--- src/design/bus_pkg.sv ---
package bus_pkg;

    // Default bus widths
    parameter int ADDR_W = 16;
    parameter int DATA_W = 8;

    // Address bit that picks the target, 0 for target 1 and 1 for target 2
    parameter int TARGET_SEL_BIT = 15;

    // Initiator that owns the bus
    typedef enum logic [1:0] {
        INIT_NONE = 2'b00,
        INIT_1    = 2'b01,
        INIT_2    = 2'b10
    } init_sel_t;

    // Target chosen by the decoder
    typedef enum logic [1:0] {
        TGT_NONE = 2'b00,
        TGT_1    = 2'b01,
        TGT_2    = 2'b10
    } target_sel_t;

endpackage

--- src/design/init_port.sv ---
`timescale 1ns/1ps

module init_port
    import bus_pkg::*;
#(
    parameter int addr_w = ADDR_W,
    parameter int data_w = DATA_W
) (
    input  logic              clk,
    input  logic              rst_n,
    input  logic              req,
    input  logic [addr_w-1:0] addr_out,
    input  logic [data_w-1:0] data_out,
    input  logic              rw,
    input  logic              ready,
    input  logic              bus_grant,
    input  logic              done,
    input  logic [data_w-1:0] rd_data,
    input  logic              rd_valid,
    output logic              grant,
    output logic [data_w-1:0] data_in,
    output logic              data_in_valid,
    output logic              ack,
    output logic              arb_req,
    output logic [addr_w-1:0] addr,
    output logic [data_w-1:0] wdata,
    output logic              wr
);

    logic pending;
    logic resp_pend;
    logic rd_flag;
    logic take;
    logic respond;

    // No new request while one is open or its ack is still on the port
    assign take    = req && !pending && !ack;
    assign respond = resp_pend && ready;

    always_ff @(posedge clk) begin
        if (take) begin
            addr  <= addr_out;
            wdata <= data_out;
            wr    <= rw;
        end
        if (done && rd_valid) begin
            data_in <= rd_data;
        end
    end

    always_ff @(posedge clk or negedge rst_n) begin
        if (!rst_n) begin
            pending       <= 1'b0;
            arb_req       <= 1'b0;
            resp_pend     <= 1'b0;
            rd_flag       <= 1'b0;
            grant         <= 1'b0;
            ack           <= 1'b0;
            data_in_valid <= 1'b0;
        end else begin
            grant         <= bus_grant && arb_req;
            ack           <= respond;
            data_in_valid <= respond && rd_flag;

            if (take) begin
                pending <= 1'b1;
                arb_req <= 1'b1;
            end

            // Bus is released here, the initiator may still stall the response
            if (done) begin
                arb_req   <= 1'b0;
                resp_pend <= 1'b1;
                rd_flag   <= rd_valid;
            end

            if (respond) begin
                resp_pend <= 1'b0;
                pending   <= 1'b0;
            end
        end
    end

endmodule

--- src/design/bus_arbiter.sv ---
`timescale 1ns/1ps

module bus_arbiter
    import bus_pkg::*;
(
    input  logic      clk,
    input  logic      rst_n,
    input  logic      req_1,
    input  logic      req_2,
    input  logic      done,
    output logic      grant_1,
    output logic      grant_2,
    output init_sel_t owner
);

    init_sel_t last_winner;
    logic      busy;
    logic      pick_1;
    logic      pick_2;

    assign busy = (owner != INIT_NONE);

    // On a tie the initiator not granted last goes first
    assign pick_1 = !busy && req_1 && (!req_2 || last_winner != INIT_1);
    assign pick_2 = !busy && req_2 && !pick_1;

    always_ff @(posedge clk or negedge rst_n) begin
        if (!rst_n) begin
            grant_1     <= 1'b0;
            grant_2     <= 1'b0;
            owner       <= INIT_NONE;
            last_winner <= INIT_NONE;
        end else begin
            grant_1 <= pick_1;
            grant_2 <= pick_2;

            if (pick_1) begin
                owner       <= INIT_1;
                last_winner <= INIT_1;
            end else if (pick_2) begin
                owner       <= INIT_2;
                last_winner <= INIT_2;
            end else if (done) begin
                owner <= INIT_NONE;
            end
        end
    end

endmodule

--- src/design/addr_decoder.sv ---
`timescale 1ns/1ps

module addr_decoder
    import bus_pkg::*;
#(
    parameter int addr_w = ADDR_W
) (
    input  logic              clk,
    input  logic              rst_n,
    input  logic [addr_w-1:0] addr,
    input  logic              start,
    input  logic              done,
    output target_sel_t       sel
);

    target_sel_t decoded;

    always_comb begin
        if (addr[TARGET_SEL_BIT]) begin
            decoded = TGT_2;
        end else begin
            decoded = TGT_1;
        end
    end

    // Select is held for the whole transaction and dropped after done
    always_ff @(posedge clk or negedge rst_n) begin
        if (!rst_n) begin
            sel <= TGT_NONE;
        end else if (done) begin
            sel <= TGT_NONE;
        end else if (start && sel == TGT_NONE) begin
            sel <= decoded;
        end
    end

endmodule

--- src/design/target_port.sv ---
`timescale 1ns/1ps

module target_port
    import bus_pkg::*;
#(
    parameter int addr_w = ADDR_W,
    parameter int data_w = DATA_W
) (
    input  logic              clk,
    input  logic              rst_n,
    input  logic              select,
    input  logic [addr_w-1:0] addr,
    input  logic [data_w-1:0] wdata,
    input  logic              wr,
    input  logic              ready,
    input  logic              ack,
    input  logic [data_w-1:0] data_out,
    input  logic              data_out_valid,
    output logic [addr_w-1:0] addr_in,
    output logic              addr_in_valid,
    output logic [data_w-1:0] data_in,
    output logic              data_in_valid,
    output logic              rw,
    output logic              done,
    output logic [data_w-1:0] rd_data,
    output logic              rd_valid
);

    typedef enum logic [1:0] {
        IDLE,
        REQUEST,
        WAIT_ACK
    } state_t;

    state_t state;

    always_ff @(posedge clk) begin
        if (state == IDLE && select && !done) begin
            addr_in <= addr;
            data_in <= wdata;
            rw      <= wr;
        end
        if (state == WAIT_ACK && ack) begin
            rd_data <= data_out;
        end
    end

    always_ff @(posedge clk or negedge rst_n) begin
        if (!rst_n) begin
            state         <= IDLE;
            addr_in_valid <= 1'b0;
            data_in_valid <= 1'b0;
            done          <= 1'b0;
            rd_valid      <= 1'b0;
        end else begin
            done     <= 1'b0;
            rd_valid <= 1'b0;
            case (state)
                IDLE: begin
                    // Select is still up in the done cycle, so skip that one
                    if (select && !done) begin
                        addr_in_valid <= 1'b1;
                        data_in_valid <= wr;
                        state         <= REQUEST;
                    end
                end
                REQUEST: begin
                    if (ready) begin
                        addr_in_valid <= 1'b0;
                        data_in_valid <= 1'b0;
                        state         <= WAIT_ACK;
                    end
                end
                WAIT_ACK: begin
                    if (ack) begin
                        done     <= 1'b1;
                        rd_valid <= data_out_valid && !rw;
                        state    <= IDLE;
                    end
                end
                default: begin
                    state <= IDLE;
                end
            endcase
        end
    end

endmodule

--- src/design/bus_interconnect.sv ---
`timescale 1ns/1ps

module bus_interconnect
    import bus_pkg::*;
#(
    parameter int addr_w = ADDR_W,
    parameter int data_w = DATA_W
) (
    input  logic              clk,
    input  logic              rst_n,

    input  logic              init1_req,
    input  logic [addr_w-1:0] init1_addr_out,
    input  logic [data_w-1:0] init1_data_out,
    input  logic              init1_rw,
    input  logic              init1_ready,
    output logic              init1_grant,
    output logic [data_w-1:0] init1_data_in,
    output logic              init1_data_in_valid,
    output logic              init1_ack,

    input  logic              init2_req,
    input  logic [addr_w-1:0] init2_addr_out,
    input  logic [data_w-1:0] init2_data_out,
    input  logic              init2_rw,
    input  logic              init2_ready,
    output logic              init2_grant,
    output logic [data_w-1:0] init2_data_in,
    output logic              init2_data_in_valid,
    output logic              init2_ack,

    input  logic              target1_ready,
    input  logic              target1_ack,
    input  logic [data_w-1:0] target1_data_out,
    input  logic              target1_data_out_valid,
    output logic [addr_w-1:0] target1_addr_in,
    output logic              target1_addr_in_valid,
    output logic [data_w-1:0] target1_data_in,
    output logic              target1_data_in_valid,
    output logic              target1_rw,

    input  logic              target2_ready,
    input  logic              target2_ack,
    input  logic [data_w-1:0] target2_data_out,
    input  logic              target2_data_out_valid,
    output logic [addr_w-1:0] target2_addr_in,
    output logic              target2_addr_in_valid,
    output logic [data_w-1:0] target2_data_in,
    output logic              target2_data_in_valid,
    output logic              target2_rw
);

    logic              i1_arb_req;
    logic [addr_w-1:0] i1_addr;
    logic [data_w-1:0] i1_wdata;
    logic              i1_wr;
    logic              i1_done;
    logic              i1_rd_valid;

    logic              i2_arb_req;
    logic [addr_w-1:0] i2_addr;
    logic [data_w-1:0] i2_wdata;
    logic              i2_wr;
    logic              i2_done;
    logic              i2_rd_valid;

    logic              arb_grant_1;
    logic              arb_grant_2;
    init_sel_t         owner;
    target_sel_t       sel;

    logic [addr_w-1:0] fwd_addr;
    logic [data_w-1:0] fwd_wdata;
    logic              fwd_wr;
    logic              fwd_start;

    logic              t1_done;
    logic [data_w-1:0] t1_rd_data;
    logic              t1_rd_valid;
    logic              t2_done;
    logic [data_w-1:0] t2_rd_data;
    logic              t2_rd_valid;

    logic              ret_done;
    logic [data_w-1:0] ret_rd_data;
    logic              ret_rd_valid;

    init_port #(
        .addr_w(addr_w),
        .data_w(data_w)
    ) u_init_port_1 (
        .clk          (clk),
        .rst_n        (rst_n),
        .req          (init1_req),
        .addr_out     (init1_addr_out),
        .data_out     (init1_data_out),
        .rw           (init1_rw),
        .ready        (init1_ready),
        .bus_grant    (arb_grant_1),
        .done         (i1_done),
        .rd_data      (ret_rd_data),
        .rd_valid     (i1_rd_valid),
        .grant        (init1_grant),
        .data_in      (init1_data_in),
        .data_in_valid(init1_data_in_valid),
        .ack          (init1_ack),
        .arb_req      (i1_arb_req),
        .addr         (i1_addr),
        .wdata        (i1_wdata),
        .wr           (i1_wr)
    );

    init_port #(
        .addr_w(addr_w),
        .data_w(data_w)
    ) u_init_port_2 (
        .clk          (clk),
        .rst_n        (rst_n),
        .req          (init2_req),
        .addr_out     (init2_addr_out),
        .data_out     (init2_data_out),
        .rw           (init2_rw),
        .ready        (init2_ready),
        .bus_grant    (arb_grant_2),
        .done         (i2_done),
        .rd_data      (ret_rd_data),
        .rd_valid     (i2_rd_valid),
        .grant        (init2_grant),
        .data_in      (init2_data_in),
        .data_in_valid(init2_data_in_valid),
        .ack          (init2_ack),
        .arb_req      (i2_arb_req),
        .addr         (i2_addr),
        .wdata        (i2_wdata),
        .wr           (i2_wr)
    );

    bus_arbiter u_bus_arbiter (
        .clk    (clk),
        .rst_n  (rst_n),
        .req_1  (i1_arb_req),
        .req_2  (i2_arb_req),
        .done   (ret_done),
        .grant_1(arb_grant_1),
        .grant_2(arb_grant_2),
        .owner  (owner)
    );

    // Forward path follows the bus owner, owner is set in the grant cycle
    always_comb begin
        fwd_addr  = '0;
        fwd_wdata = '0;
        fwd_wr    = 1'b0;
        fwd_start = 1'b0;
        case (owner)
            INIT_1: begin
                fwd_addr  = i1_addr;
                fwd_wdata = i1_wdata;
                fwd_wr    = i1_wr;
                fwd_start = arb_grant_1;
            end
            INIT_2: begin
                fwd_addr  = i2_addr;
                fwd_wdata = i2_wdata;
                fwd_wr    = i2_wr;
                fwd_start = arb_grant_2;
            end
            default: ;
        endcase
    end

    addr_decoder #(
        .addr_w(addr_w)
    ) u_addr_decoder (
        .clk  (clk),
        .rst_n(rst_n),
        .addr (fwd_addr),
        .start(fwd_start),
        .done (ret_done),
        .sel  (sel)
    );

    target_port #(
        .addr_w(addr_w),
        .data_w(data_w)
    ) u_target_port_1 (
        .clk           (clk),
        .rst_n         (rst_n),
        .select        (sel == TGT_1),
        .addr          (fwd_addr),
        .wdata         (fwd_wdata),
        .wr            (fwd_wr),
        .ready         (target1_ready),
        .ack           (target1_ack),
        .data_out      (target1_data_out),
        .data_out_valid(target1_data_out_valid),
        .addr_in       (target1_addr_in),
        .addr_in_valid (target1_addr_in_valid),
        .data_in       (target1_data_in),
        .data_in_valid (target1_data_in_valid),
        .rw            (target1_rw),
        .done          (t1_done),
        .rd_data       (t1_rd_data),
        .rd_valid      (t1_rd_valid)
    );

    target_port #(
        .addr_w(addr_w),
        .data_w(data_w)
    ) u_target_port_2 (
        .clk           (clk),
        .rst_n         (rst_n),
        .select        (sel == TGT_2),
        .addr          (fwd_addr),
        .wdata         (fwd_wdata),
        .wr            (fwd_wr),
        .ready         (target2_ready),
        .ack           (target2_ack),
        .data_out      (target2_data_out),
        .data_out_valid(target2_data_out_valid),
        .addr_in       (target2_addr_in),
        .addr_in_valid (target2_addr_in_valid),
        .data_in       (target2_data_in),
        .data_in_valid (target2_data_in_valid),
        .rw            (target2_rw),
        .done          (t2_done),
        .rd_data       (t2_rd_data),
        .rd_valid      (t2_rd_valid)
    );

    // Return path from the selected target
    always_comb begin
        ret_done     = 1'b0;
        ret_rd_data  = t1_rd_data;
        ret_rd_valid = 1'b0;
        case (sel)
            TGT_1: begin
                ret_done     = t1_done;
                ret_rd_valid = t1_rd_valid;
            end
            TGT_2: begin
                ret_done     = t2_done;
                ret_rd_data  = t2_rd_data;
                ret_rd_valid = t2_rd_valid;
            end
            default: ;
        endcase
    end

    // Steered back to the owning initiator
    always_comb begin
        i1_done     = 1'b0;
        i1_rd_valid = 1'b0;
        i2_done     = 1'b0;
        i2_rd_valid = 1'b0;
        case (owner)
            INIT_1: begin
                i1_done     = ret_done;
                i1_rd_valid = ret_rd_valid;
            end
            INIT_2: begin
                i2_done     = ret_done;
                i2_rd_valid = ret_rd_valid;
            end
            default: ;
        endcase
    end

endmodule

--- config.mk ---
export PLATFORM = sky130hd
export DESIGN_NAME = bus_interconnect
export DESIGN_NICKNAME = d
export VERILOG_FILES = /design/src/design/bus_pkg.sv /design/src/design/init_port.sv /design/src/design/bus_arbiter.sv /design/src/design/addr_decoder.sv /design/src/design/target_port.sv /design/src/design/bus_interconnect.sv
export SDC_FILE = /design/constraint.sdc
export NUM_CORES = 1
export LEC_CHECK = 0
export BUFFER_PORTS_ARGS = -buffer_cell sky130_fd_sc_hd__buf_4
export CAP_MARGIN = 20
export CORE_ASPECT_RATIO = 0.8
export CORE_MARGIN = 3
export CORE_UTILIZATION = 36
export DETAILED_ROUTE_END_ITERATION = 8
export GPL_ROUTABILITY_DRIVEN = 0
export PLACE_DENSITY_LB_ADDON = 0.2
export SETUP_SLACK_MARGIN = 0.4
export SYNTH_ARGS = -nofsm -noshare
export SYNTH_HDL_FRONTEND = slang
export SYNTH_HIERARCHICAL = 1
export SYNTH_SLANG_ARGS = --single-unit
--- constraint.sdc ---
create_clock -name clk -period 1.86 [get_ports clk]
set_input_delay 0.372 -clock clk [delete_from_list [all_inputs] [get_ports clk]]
set_output_delay 0.372 -clock clk [all_outputs]
set_load 0.01 [all_outputs]
==> results.cfg, run 1 <==
[run_status]
status = finished clean

[power_and_ir_drop]
p_total_uw = 12040
power.ir.vdd_worst_uv = 847.8
p_per_area_nw_per_um2 = 1419
p_leak_uw = 0.003311

[job]
cap_viol_max_count = 0

[place]
io_buffers = 153
hpwl_mm = 8.701
place_area_um2 = 7537
placed_cells = 697
preCtsSetupSlack_ps = 215.9

[clock_network]
clock_sinks = 166
cts_root_buf = clkbuf_16
h-tree-depth = 4
numCtsBuffers = 17
cts_buffer_depth = 2
clock_latency_ps = 410
clk_pin_slew_ps = 60
tritoncts = yes

[grt]
track_usage = 0.1387
grt_pass1_wl_mm = 18.72
grt_max_degree = 35
grt_pass1_vias = 3516
gr-total-overflow = 0
antenna_found_initial = 0

[layout]
instances_no_fill = 747
syn_to_final_growth_pct = 40.82
layout_commonest_cell = buf_4
final_area_um2 = 8482
fin_util = 0.5282
drive_above_1_share = 0.5357
final_cell_mix = buf_4 (169), edfxtp_1 (132), nor2_1 (31)
diodes = 0
final_nets = 603
final.fill_count = 1335

[sta]
slew_headroom = 0.7008
finalCriticalPeriod_ps = 1530
layout_setup_ws_ps = 330.3
fmax_mhz = 653.7
rsz0062_at_grt = true
finalSetupViolations = 0
finalMaxSlewViolations = 0
fin_crit_sh = 0.8224
fin_worst_skew_ps = 8.214
hold_viol_final = 0
tightestPinTransition_ps = 448.8

[route]
drt_iter0_drc = 193
vias_per_cell = 4.560
vias = 3406
wl_per_cell_um = 17.69
ant_nets = 0
wl_mm = 13.21
drc = 0
dr.pass1.iters = 4

[die]
dieHeight_um = 121.7
die_area_um2 = 18330
core.rowCount = 41
die_w_um = 150.6
pin_count = 154
start_util = 0.3751
core-area_um2 = 16060

[setup_path]
cp-start-kind = flip-flop
crit_fanout = 8
end_kind = flip-flop
crit_type = flip-flop to flip-flop
r2r_cells = 4
required_ps = 1970
crit_arrival_ps = 1640

[hold_path]
whs_path_depth = 1
hp-class = input pin to flip-flop

[logic_synthesis]
synthTopCellsByArea = edfxtp_1 (66%), dfrtp_1 (14%), a22oi_2 (4.6%)
yosysWarnings = 6
ys_seq_elements = 166
syn-cell-area_um2 = 6023
synth_top_area_share = 0.6581
synth_top_area_cell = edfxtp_1
synth_cell_types = 32
syn-num-nets = 409
syn_area_per_cell_um2 = 18.48
synth-seq-area-share = 0.7993
syn_inst = 326
[synth_stat cells]
cell type and n:
edfxtp_1 132, nor2_1 40, dfrtp_1 34, a22oi_2 22, inv_1 12, mux2_2 10
a22oi_1 7, nand2_1 7, a21oi_1 6, and2_1 6, buf_6 5, ha_1 5
nand2b_1 4, nand3b_1 4, o21ai_0 4, and3_1 3, a21o_2 2, buf_12 2
buf_2 2, nor3b_1 2, nor3b_2 2, nor4b_1 2, nor4b_4 2, o21ba_1 2
or2b_2 2, a21boi_2 1, a21o_1 1, a22o_1 1, clkbuf_2 1, nor2_2 1
o2bb2ai_1 1, or3b_1 1
[through the flow]
| stage | setup TNS, ps | hold WS, ps |
|---|---|---|
| 4_1_cts | 0 | 112.0 |
| 3_3_place_gp | 0 | 344.2 |
| 2_1_floorplan | -6761 | 76.41 |
| 3_5_place_dp | 0 | 355.0 |
| 5_1_grt | 0 | 104.3 |
| 6_report | 0 | 131.0 |
[cells by family (layout without fill, tap and decap cells)]
kind of cell,Yosys count,after routing,share of synthesized area
compound gates,47,47,0.07499
fa+ha+maj,5,5,0.01039
buf+inv,22,228,0.02596
flops,166,166,0.7993
mux,10,10,0.01870
simple gates,76,76,0.07063
[critical path, stage by stage (launching register included)]
cell and delay [ps]:
dfrtp_2 440, ha_4 250, nand2b_4 160, nor2_4 130, and2_4 240
[registers in the layout (all words and copies together), names as in the netlist, 2 cells and up]
register,cells
u_target_port_2/addr_in,16
u_bus_arbiter/last_winner,2
u_bus_arbiter/owner,2
u_addr_decoder/sel,2
u_init_port_1/addr,16
u_init_port_2/wdata,8
u_target_port_1/addr_in,16
u_target_port_1/state,2
u_init_port_2/data_in,8
u_target_port_2/state,2
u_target_port_2/data_in,8
u_target_port_1/data_in,8
u_init_port_2/addr,16
u_target_port_1/rd_data,8
u_init_port_1/data_in,8
u_target_port_2/rd_data,8
u_init_port_1/wdata,8
[area by class of cell]
cell class                      count  area [um2]  area share
Inverter                           12       45.04    0.005311
Clock inverter                     14       175.2     0.02065
Tap cell                          215       269.0     0.03172
Multi-Input combinational cell    138        1206      0.1422
Clock buffer                       17       425.4     0.05015
Sequential cell                   166        4820      0.5682
Timing Repair Buffer              185        1541      0.1817
[power breakdown]
group | switching, uW | total, uW | internal (uW) | leakage, uW
combinational | 1640 | 3300 | 1650 | 0.00138
clock | 1410 | 3530 | 2120 | 0.000294
sequential | 351 | 5210 | 4860 | 0.00164
[path summary, 6_finish.rpt]
path | end | slack, ps | from
min in group asynchronous | u_target_port_1/data_in_valid | 440 | rst_n
hold reg to reg | u_target_port_2/rd_valid | 480 | u_target_port_2/rw
hold / removal | u_init_port_1/wdata[5] | 130 | init1_data_out[5]
setup reg to reg | u_init_port_2/data_in[1] | 330 | u_addr_decoder/sel[1]
setup / recovery | u_init_port_2/data_in[1] | 330 | u_addr_decoder/sel[1]
max in group asynchronous | u_bus_arbiter/owner[0] | 1080 | rst_n
[timing repair]
action,CTS,global route
endpoints found under the setup margin,90,100
gates resized for setup,18,13
hold buffers,1,0
gates cloned,0,6
pin swaps,9,5
setup buffers,8,4
endpoints found under the hold margin,34,0
[layer usage]
| layer | track usage | share of wire |
|---|---|---|
| met5 | 0 | 0 |
| met4 | 0.05040 | 0.015 |
| met3 | 0.03979 | 0.056 |
| met2 | 0.2355 | 0.52 |
| met1 | 0.1700 | 0.41 |
(Power assumes the default switching activity.)
==> run 2, diff against run 1 <==
==> constraint.sdc (replaced) <==
create_clock -name clk -period 1.5 [get_ports clk]
set_input_delay 0.3 -clock clk [delete_from_list [all_inputs] [get_ports clk]]
set_output_delay 0.3 -clock clk [all_outputs]
set_load 0.01 [all_outputs]
==> run 2 against run 1 <==
  * First-iteration DRC count up 28%
  * Critical path depth up 1
  * Final cell count up 5.5%
  * Cell area up 12%
  * Clock power up 11%
  * Critical endpoint is now u_target_port_1/addr_in[0]
  * Flip-flop and latch count unchanged
  * Sequential share of layout area down 6.1 points
  * Wire length up 18%
  * Combinational power up 82%
  * Worst setup slack worse by 370 ps
  * The run now ends with setup timing left
  * Highest routed layer unchanged
==> results.cfg, run 2 (same netlist as run 1, synthesis figures left out) <==
[clock_network]
tritoncts = yes
cts_root_buf = clkbuf_16
clock_sinks = 166
cts_buffer_depth = 2
clock_latency_ps = 430
h-tree-depth = 4
numCtsBuffers = 17
clk_pin_slew_ps = 60

[route]
vias = 3656
drc = 0
wl_mm = 15.54
wl_per_cell_um = 19.72
vias_per_cell = 4.640
dr.pass1.iters = 4
drt_iter0_drc = 247
ant_nets = 0

[sta]
fmax_mhz = 648.4
fin_worst_skew_ps = 8.165
finalSetupViolations = 63
hold_slack_ps = 49.10
hold_viol_final = 0
finalMaxSlewViolations = 0
tightestPinTransition_ps = 457.8
rsz0062_at_grt = true
slew_headroom = 0.6948
layout_setup_ws_ps = -42.15
finalCriticalPeriod_ps = 1542
fin_crit_sh = 1.028

[layout]
final_nets = 643
final.fill_count = 1231
diodes = 0
syn_to_final_growth_pct = 57.69
fin_util = 0.5915
final_cell_mix = edfxtp_1 (132), buf_4 (104), buf_6 (93)
multi_input_area_um2 = 1425
instances_no_fill = 788
layout_commonest_cell = edfxtp_1
drive_above_1_share = 0.6370
ff_latch_area_um2 = 4820

[setup_path]
crit_arrival_ps = 1680
crit_start = u_addr_decoder/sel[1]
end_kind = flip-flop
crit_end = u_target_port_1/addr_in[0]
r2r_cells = 5
required_ps = 1640
reg2reg_slack_ps = -40
rr_startpoint = u_addr_decoder/sel[1]
cp-start-kind = flip-flop
r2r-end = u_target_port_1/addr_in[0]
crit_fanout = 7
crit_type = flip-flop to flip-flop

[die]
core.rowCount = 41
die_area_um2 = 18330
core-area_um2 = 16060
pin_count = 154
die_w_um = 150.6
dieHeight_um = 121.7
start_util = 0.3751

[grt]
grt_max_degree = 35
grt_pass1_vias = 3772
antenna_found_initial = 0
grt_pass1_wl_mm = 21.07
track_usage = 0.1564
gr-total-overflow = 0

[power_and_ir_drop]
p_leak_uw = 0.003688
power.ir.vdd_worst_uv = 1037
p_per_area_nw_per_um2 = 1730

[place]
placed_cells = 706
hpwl_mm = 9.010
io_buffers = 153

[hold_path]
whs_path_depth = 1
hp-class = input pin to flip-flop

[run_status]
violations = setup timing
status = finished with violations

[job]
cap_viol_max_count = 0
run 2: changes by cell type in the layout (fill, tap and decap cells not counted), moves of 4 or more:
cell,change
nor2_1,-21
a22oi_1,-6
mux2_2,-8
clkbuf_1,+4
nor2_2,+19
a22oi_2,+6
buf_6,+87
buf_4,-65
buf_12,+10
mux2_4,+8
nand2_1,-5
run 2: layout make-up:
type	count	share of cell area
well taps	215	0.02832
multi-input cells	138	0.1500
clock buffers	21	0.04637
clock inverters	11	0.008168
inverters	12	0.004742
repair buffers	225	0.2549
flip-flops and latches	166	0.5074
run 2: metrics by stage:
stage | setup WS, ps | setup TNS (ps) | cell area (um2) | total power (uW)
after floorplan | -494.7 | -30160 | 6157 | 8695
after global placement | -20.01 | -157.7 | 7650 | 10090
after detailed placement | -72.73 | -1221 | 7650 | 10170
after CTS | -28.41 | -311.2 | 8881 | 15480
after global routing | -111.8 | -7567 | 9498 | 17180
final | -42.15 | -1343 | 9498 | 16430
run 2: worst max-delay path, stage by stage (launching register included):
cell and delay (ps):
dfrtp_1 420, inv_2 120, ha_4 140, nor4b_4 210
buf_4 200, clkbuf_16 170
run 2: power breakdown:
| group | internal [uW] | total, uW | leakage [uW] | switching, uW |
|---|---|---|---|---|
| registers | 6030 | 6520 | 0.00164 | 492 |
| logic | 3290 | 6000 | 0.00181 | 2710 |
| clock network | 2120 | 3910 | 0.000240 | 1790 |
run 2: worst min-delay path by stage:
stage	start	end	slack, ps
2_1_floorplan	rst_n	u_addr_decoder/sel[0]	4
3_3_place_gp	rst_n	u_target_port_2/addr_in_valid	280
3_5_place_dp	rst_n	u_target_port_2/addr_in_valid	280
4_1_cts	init2_addr_out[10]	u_init_port_2/addr[10]	30
5_1_grt	init1_data_out[5]	u_init_port_1/wdata[5]	20
6_report	init1_data_out[3]	u_init_port_1/wdata[3]	50
run 2: layer usage:
layer  GRT usage  vias to the layer above  share of wire  wire (um)
li1            -                     1700              -          -
met1      0.2069                     1820           0.44       6812
met2      0.2405                      118           0.48       7455
met3     0.05913                       18          0.067       1041
met4     0.05040                        0          0.015        229
met5           0                        -              0          0
run 2: timing repair:
action | CTS | global route
endpoints found under the setup margin | 293 | 297
gates cloned | 3 | 11
pin swaps | 45 | 20
endpoints found under the hold margin | 34 | 0
gates resized for setup | 119 | 71
setup buffers | 19 | 16
hold buffers | 1 | 0
==> run 3, diff against run 2 <==
--- a/config.mk
+++ b/config.mk
@@ -6,10 +6,10 @@
 export NUM_CORES = 1
 export LEC_CHECK = 0
 export BUFFER_PORTS_ARGS = -buffer_cell sky130_fd_sc_hd__buf_4
-export CAP_MARGIN = 20
-export CORE_ASPECT_RATIO = 0.8
+export CORE_ASPECT_RATIO = 0.7
 export CORE_MARGIN = 3
 export CORE_UTILIZATION = 36
+export CTS_BUF_LIST = sky130_fd_sc_hd__clkbuf_4
 export DETAILED_ROUTE_END_ITERATION = 8
 export GPL_ROUTABILITY_DRIVEN = 0
 export PLACE_DENSITY_LB_ADDON = 0.2
==> run 3 against run 2 <==
  * The flow still finishes with violations (setup timing)
  * Power fell by 5.7%
  * Worst setup slack lost 54 ps
  * Worst hold slack gained 14 ps
  * Count of clock-buffer cells in the layout down 3
  * Global-route usage increased by 1.9 points
  * Combinational power rose by 4.3%
  * Cell area up 6.6%
  * Sequential share of layout area decreased by 3.2 points
  * Sequential power is essentially flat
  * Final cell count increased by 11%
  * Via count is 8.7% higher
  * Flip-flop and latch count unchanged
  * Largest cell class unchanged
  * Highest routed layer unchanged
==> results.cfg, run 3 (same netlist as run 1, synthesis figures left out) <==
[run_status]
status = finished with violations
violations = setup timing

[setup_path]
r2r-end = u_target_port_1/data_in[1]
crit_fanout = 6
rr_startpoint = u_addr_decoder/sel[0]
crit_end = u_target_port_1/data_in[1]
crit_type = flip-flop to flip-flop
reg2reg_slack_ps = -100
crit_chain = buf_6 > buf_6 > ha_4 > nor4b_4 > buf_4 > buf_6
end_kind = flip-flop
cp_slowest_stage_delay_ps = 430
crit_arrival_ps = 1890
crit_top_cell = buf_6
crit_start = u_addr_decoder/sel[0]
r2r_cells = 6
required_ps = 1800
cp-start-kind = flip-flop
slowest_stage = dfrtp_1

[die]
dieHeight_um = 114.2
pin_count = 154
die_w_um = 160.6
start_util = 0.3782
core.rowCount = 38
die_area_um2 = 18340
core-area_um2 = 15930

[clock_network]
clock_latency_ps = 580
clk_pin_slew_ps = 150
h-tree-depth = 4
tritoncts = yes
cts_buffer_depth = 2
numCtsBuffers = 17
cts_root_buf = clkbuf_4
clock_sinks = 166

[route]
drt_iter0_drc = 287
vias_per_cell = 4.563
wl_per_cell_um = 19.38
wl_mm = 16.88
vias = 3974
dr.pass1.iters = 4
drc = 0
ant_nets = 0

[layout]
final_cell_mix = edfxtp_1 (132), buf_6 (103), buf_4 (95)
layout_commonest_cell = edfxtp_1
drive_above_1_share = 0.5692
final_area_um2 = 10130
final_nets = 720
syn_to_final_growth_pct = 68.16

[grt]
gr-total-overflow = 0
antenna_found_initial = 0
grt_max_degree = 35
grt_pass1_wl_mm = 23.77
track_usage = 0.1750
grt_pass1_vias = 4108

[hold_path]
hp-class = input pin to flip-flop

[sta]
fin_crit_sh = 1.064
finalCriticalPeriod_ps = 1596
tightestPinTransition_ps = 431.1
hold_slack_ps = 63.49
fmax_mhz = 626.6
slew_headroom = 0.7126
rsz0062_at_grt = true
finalMaxSlewViolations = 0
hold_viol_final = 0
finalSetupViolations = 70
layout_setup_ws_ps = -95.90
fin_worst_skew_ps = 31.55

[place]
hpwl_mm = 8.934
place_area_um2 = 7656
io_buffers = 153

[power_and_ir_drop]
p_per_area_nw_per_um2 = 1530
p_leak_uw = 0.003967
power.ir.vdd_worst_uv = 842.2

[job]
cap_viol_max_count = 0
-- run 3: repair_timing --
| item | CTS | global route |
|---|---|---|
| setup buffers | 22 | 13 |
| endpoints found under the setup margin | 294 | 293 |
| gates resized for setup | 126 | 73 |
| hold buffers | 75 | 0 |
| gates cloned | 13 | 4 |
| endpoints found under the hold margin | 110 | 0 |
| pin swaps | 15 | 40 |
-- run 3: critical path, delay by kind of cell, from the launching register on --
| kind | cells | cell delay, ps |
|---|---|---|
| adders and majority gates | 1 | 120 |
| buffers and inverters | 4 | 590 |
| DFF | 1 | 430 |
| and+or+nand+nor | 1 | 200 |
-- run 3: per-stage QoR --
stage	setup TNS (ps)	setup slack, ps	total power (uW)	utilization	instances
2_1_floorplan	-30160	-494.7	8695	-	326
3_3_place_gp	-1679	-49.65	10040	0.4807	711
3_5_place_dp	-3583	-92.17	10140	0.4807	711
4_1_cts	-1124	-64.13	14480	0.6064	853
5_1_grt	-6444	-142.9	16200	0.6357	870
6_report	-3214	-95.90	15500	0.6359	871
-- run 3: per-layer routing --
layer / up-vias / track usage / part of all wire
met2: 128 / 0.2731 / 0.48
met5: - / 0 / 0
li1: 1866 / - / -
met3: 14 / 0.04411 / 0.063
met1: 1966 / 0.2431 / 0.44
met4: 0 / 0.05549 / 0.013
-- run 3: cell type report --
| class | instances | area [um2] |
|---|---|---|
| Antenna cell | 1 | 2.502 |
| Clock buffer | 18 | 135.1 |
| Clock inverter | 14 | 165.2 |
| Fill cell | 1128 | 5799 |
| Inverter | 12 | 45.04 |
| Multi-Input combinational cell | 139 | 1414 |
| Sequential cell | 166 | 4820 |
| Tap cell | 220 | 275.3 |
| Timing Repair Buffer | 301 | 3272 |
-- run 3: worst min path at each step --
| stage | startpoint | end | cells after the start |
|---|---|---|---|
| finish | target2_ready | u_target_port_2/state[0] | 4 |
| global route | target2_ready | u_target_port_2/state[0] | 4 |
| CTS | target2_ready | u_target_port_2/state[0] | 4 |
| detailed placement | rst_n | u_init_port_1/grant | 1 |
| global placement | rst_n | u_init_port_1/grant | 1 |
| floorplan | rst_n | u_addr_decoder/sel[0] | 0 |
-- run 3: where the power goes --
| group | switching (uW) | leakage (uW) | internal [uW] | total (uW) |
|---|---|---|---|---|
| registers | 477 | 0.00164 | 6020 | 6500 |
| logic | 2850 | 0.00217 | 3420 | 6260 |
| clock network | 1680 | 0.000162 | 1060 | 2740 |
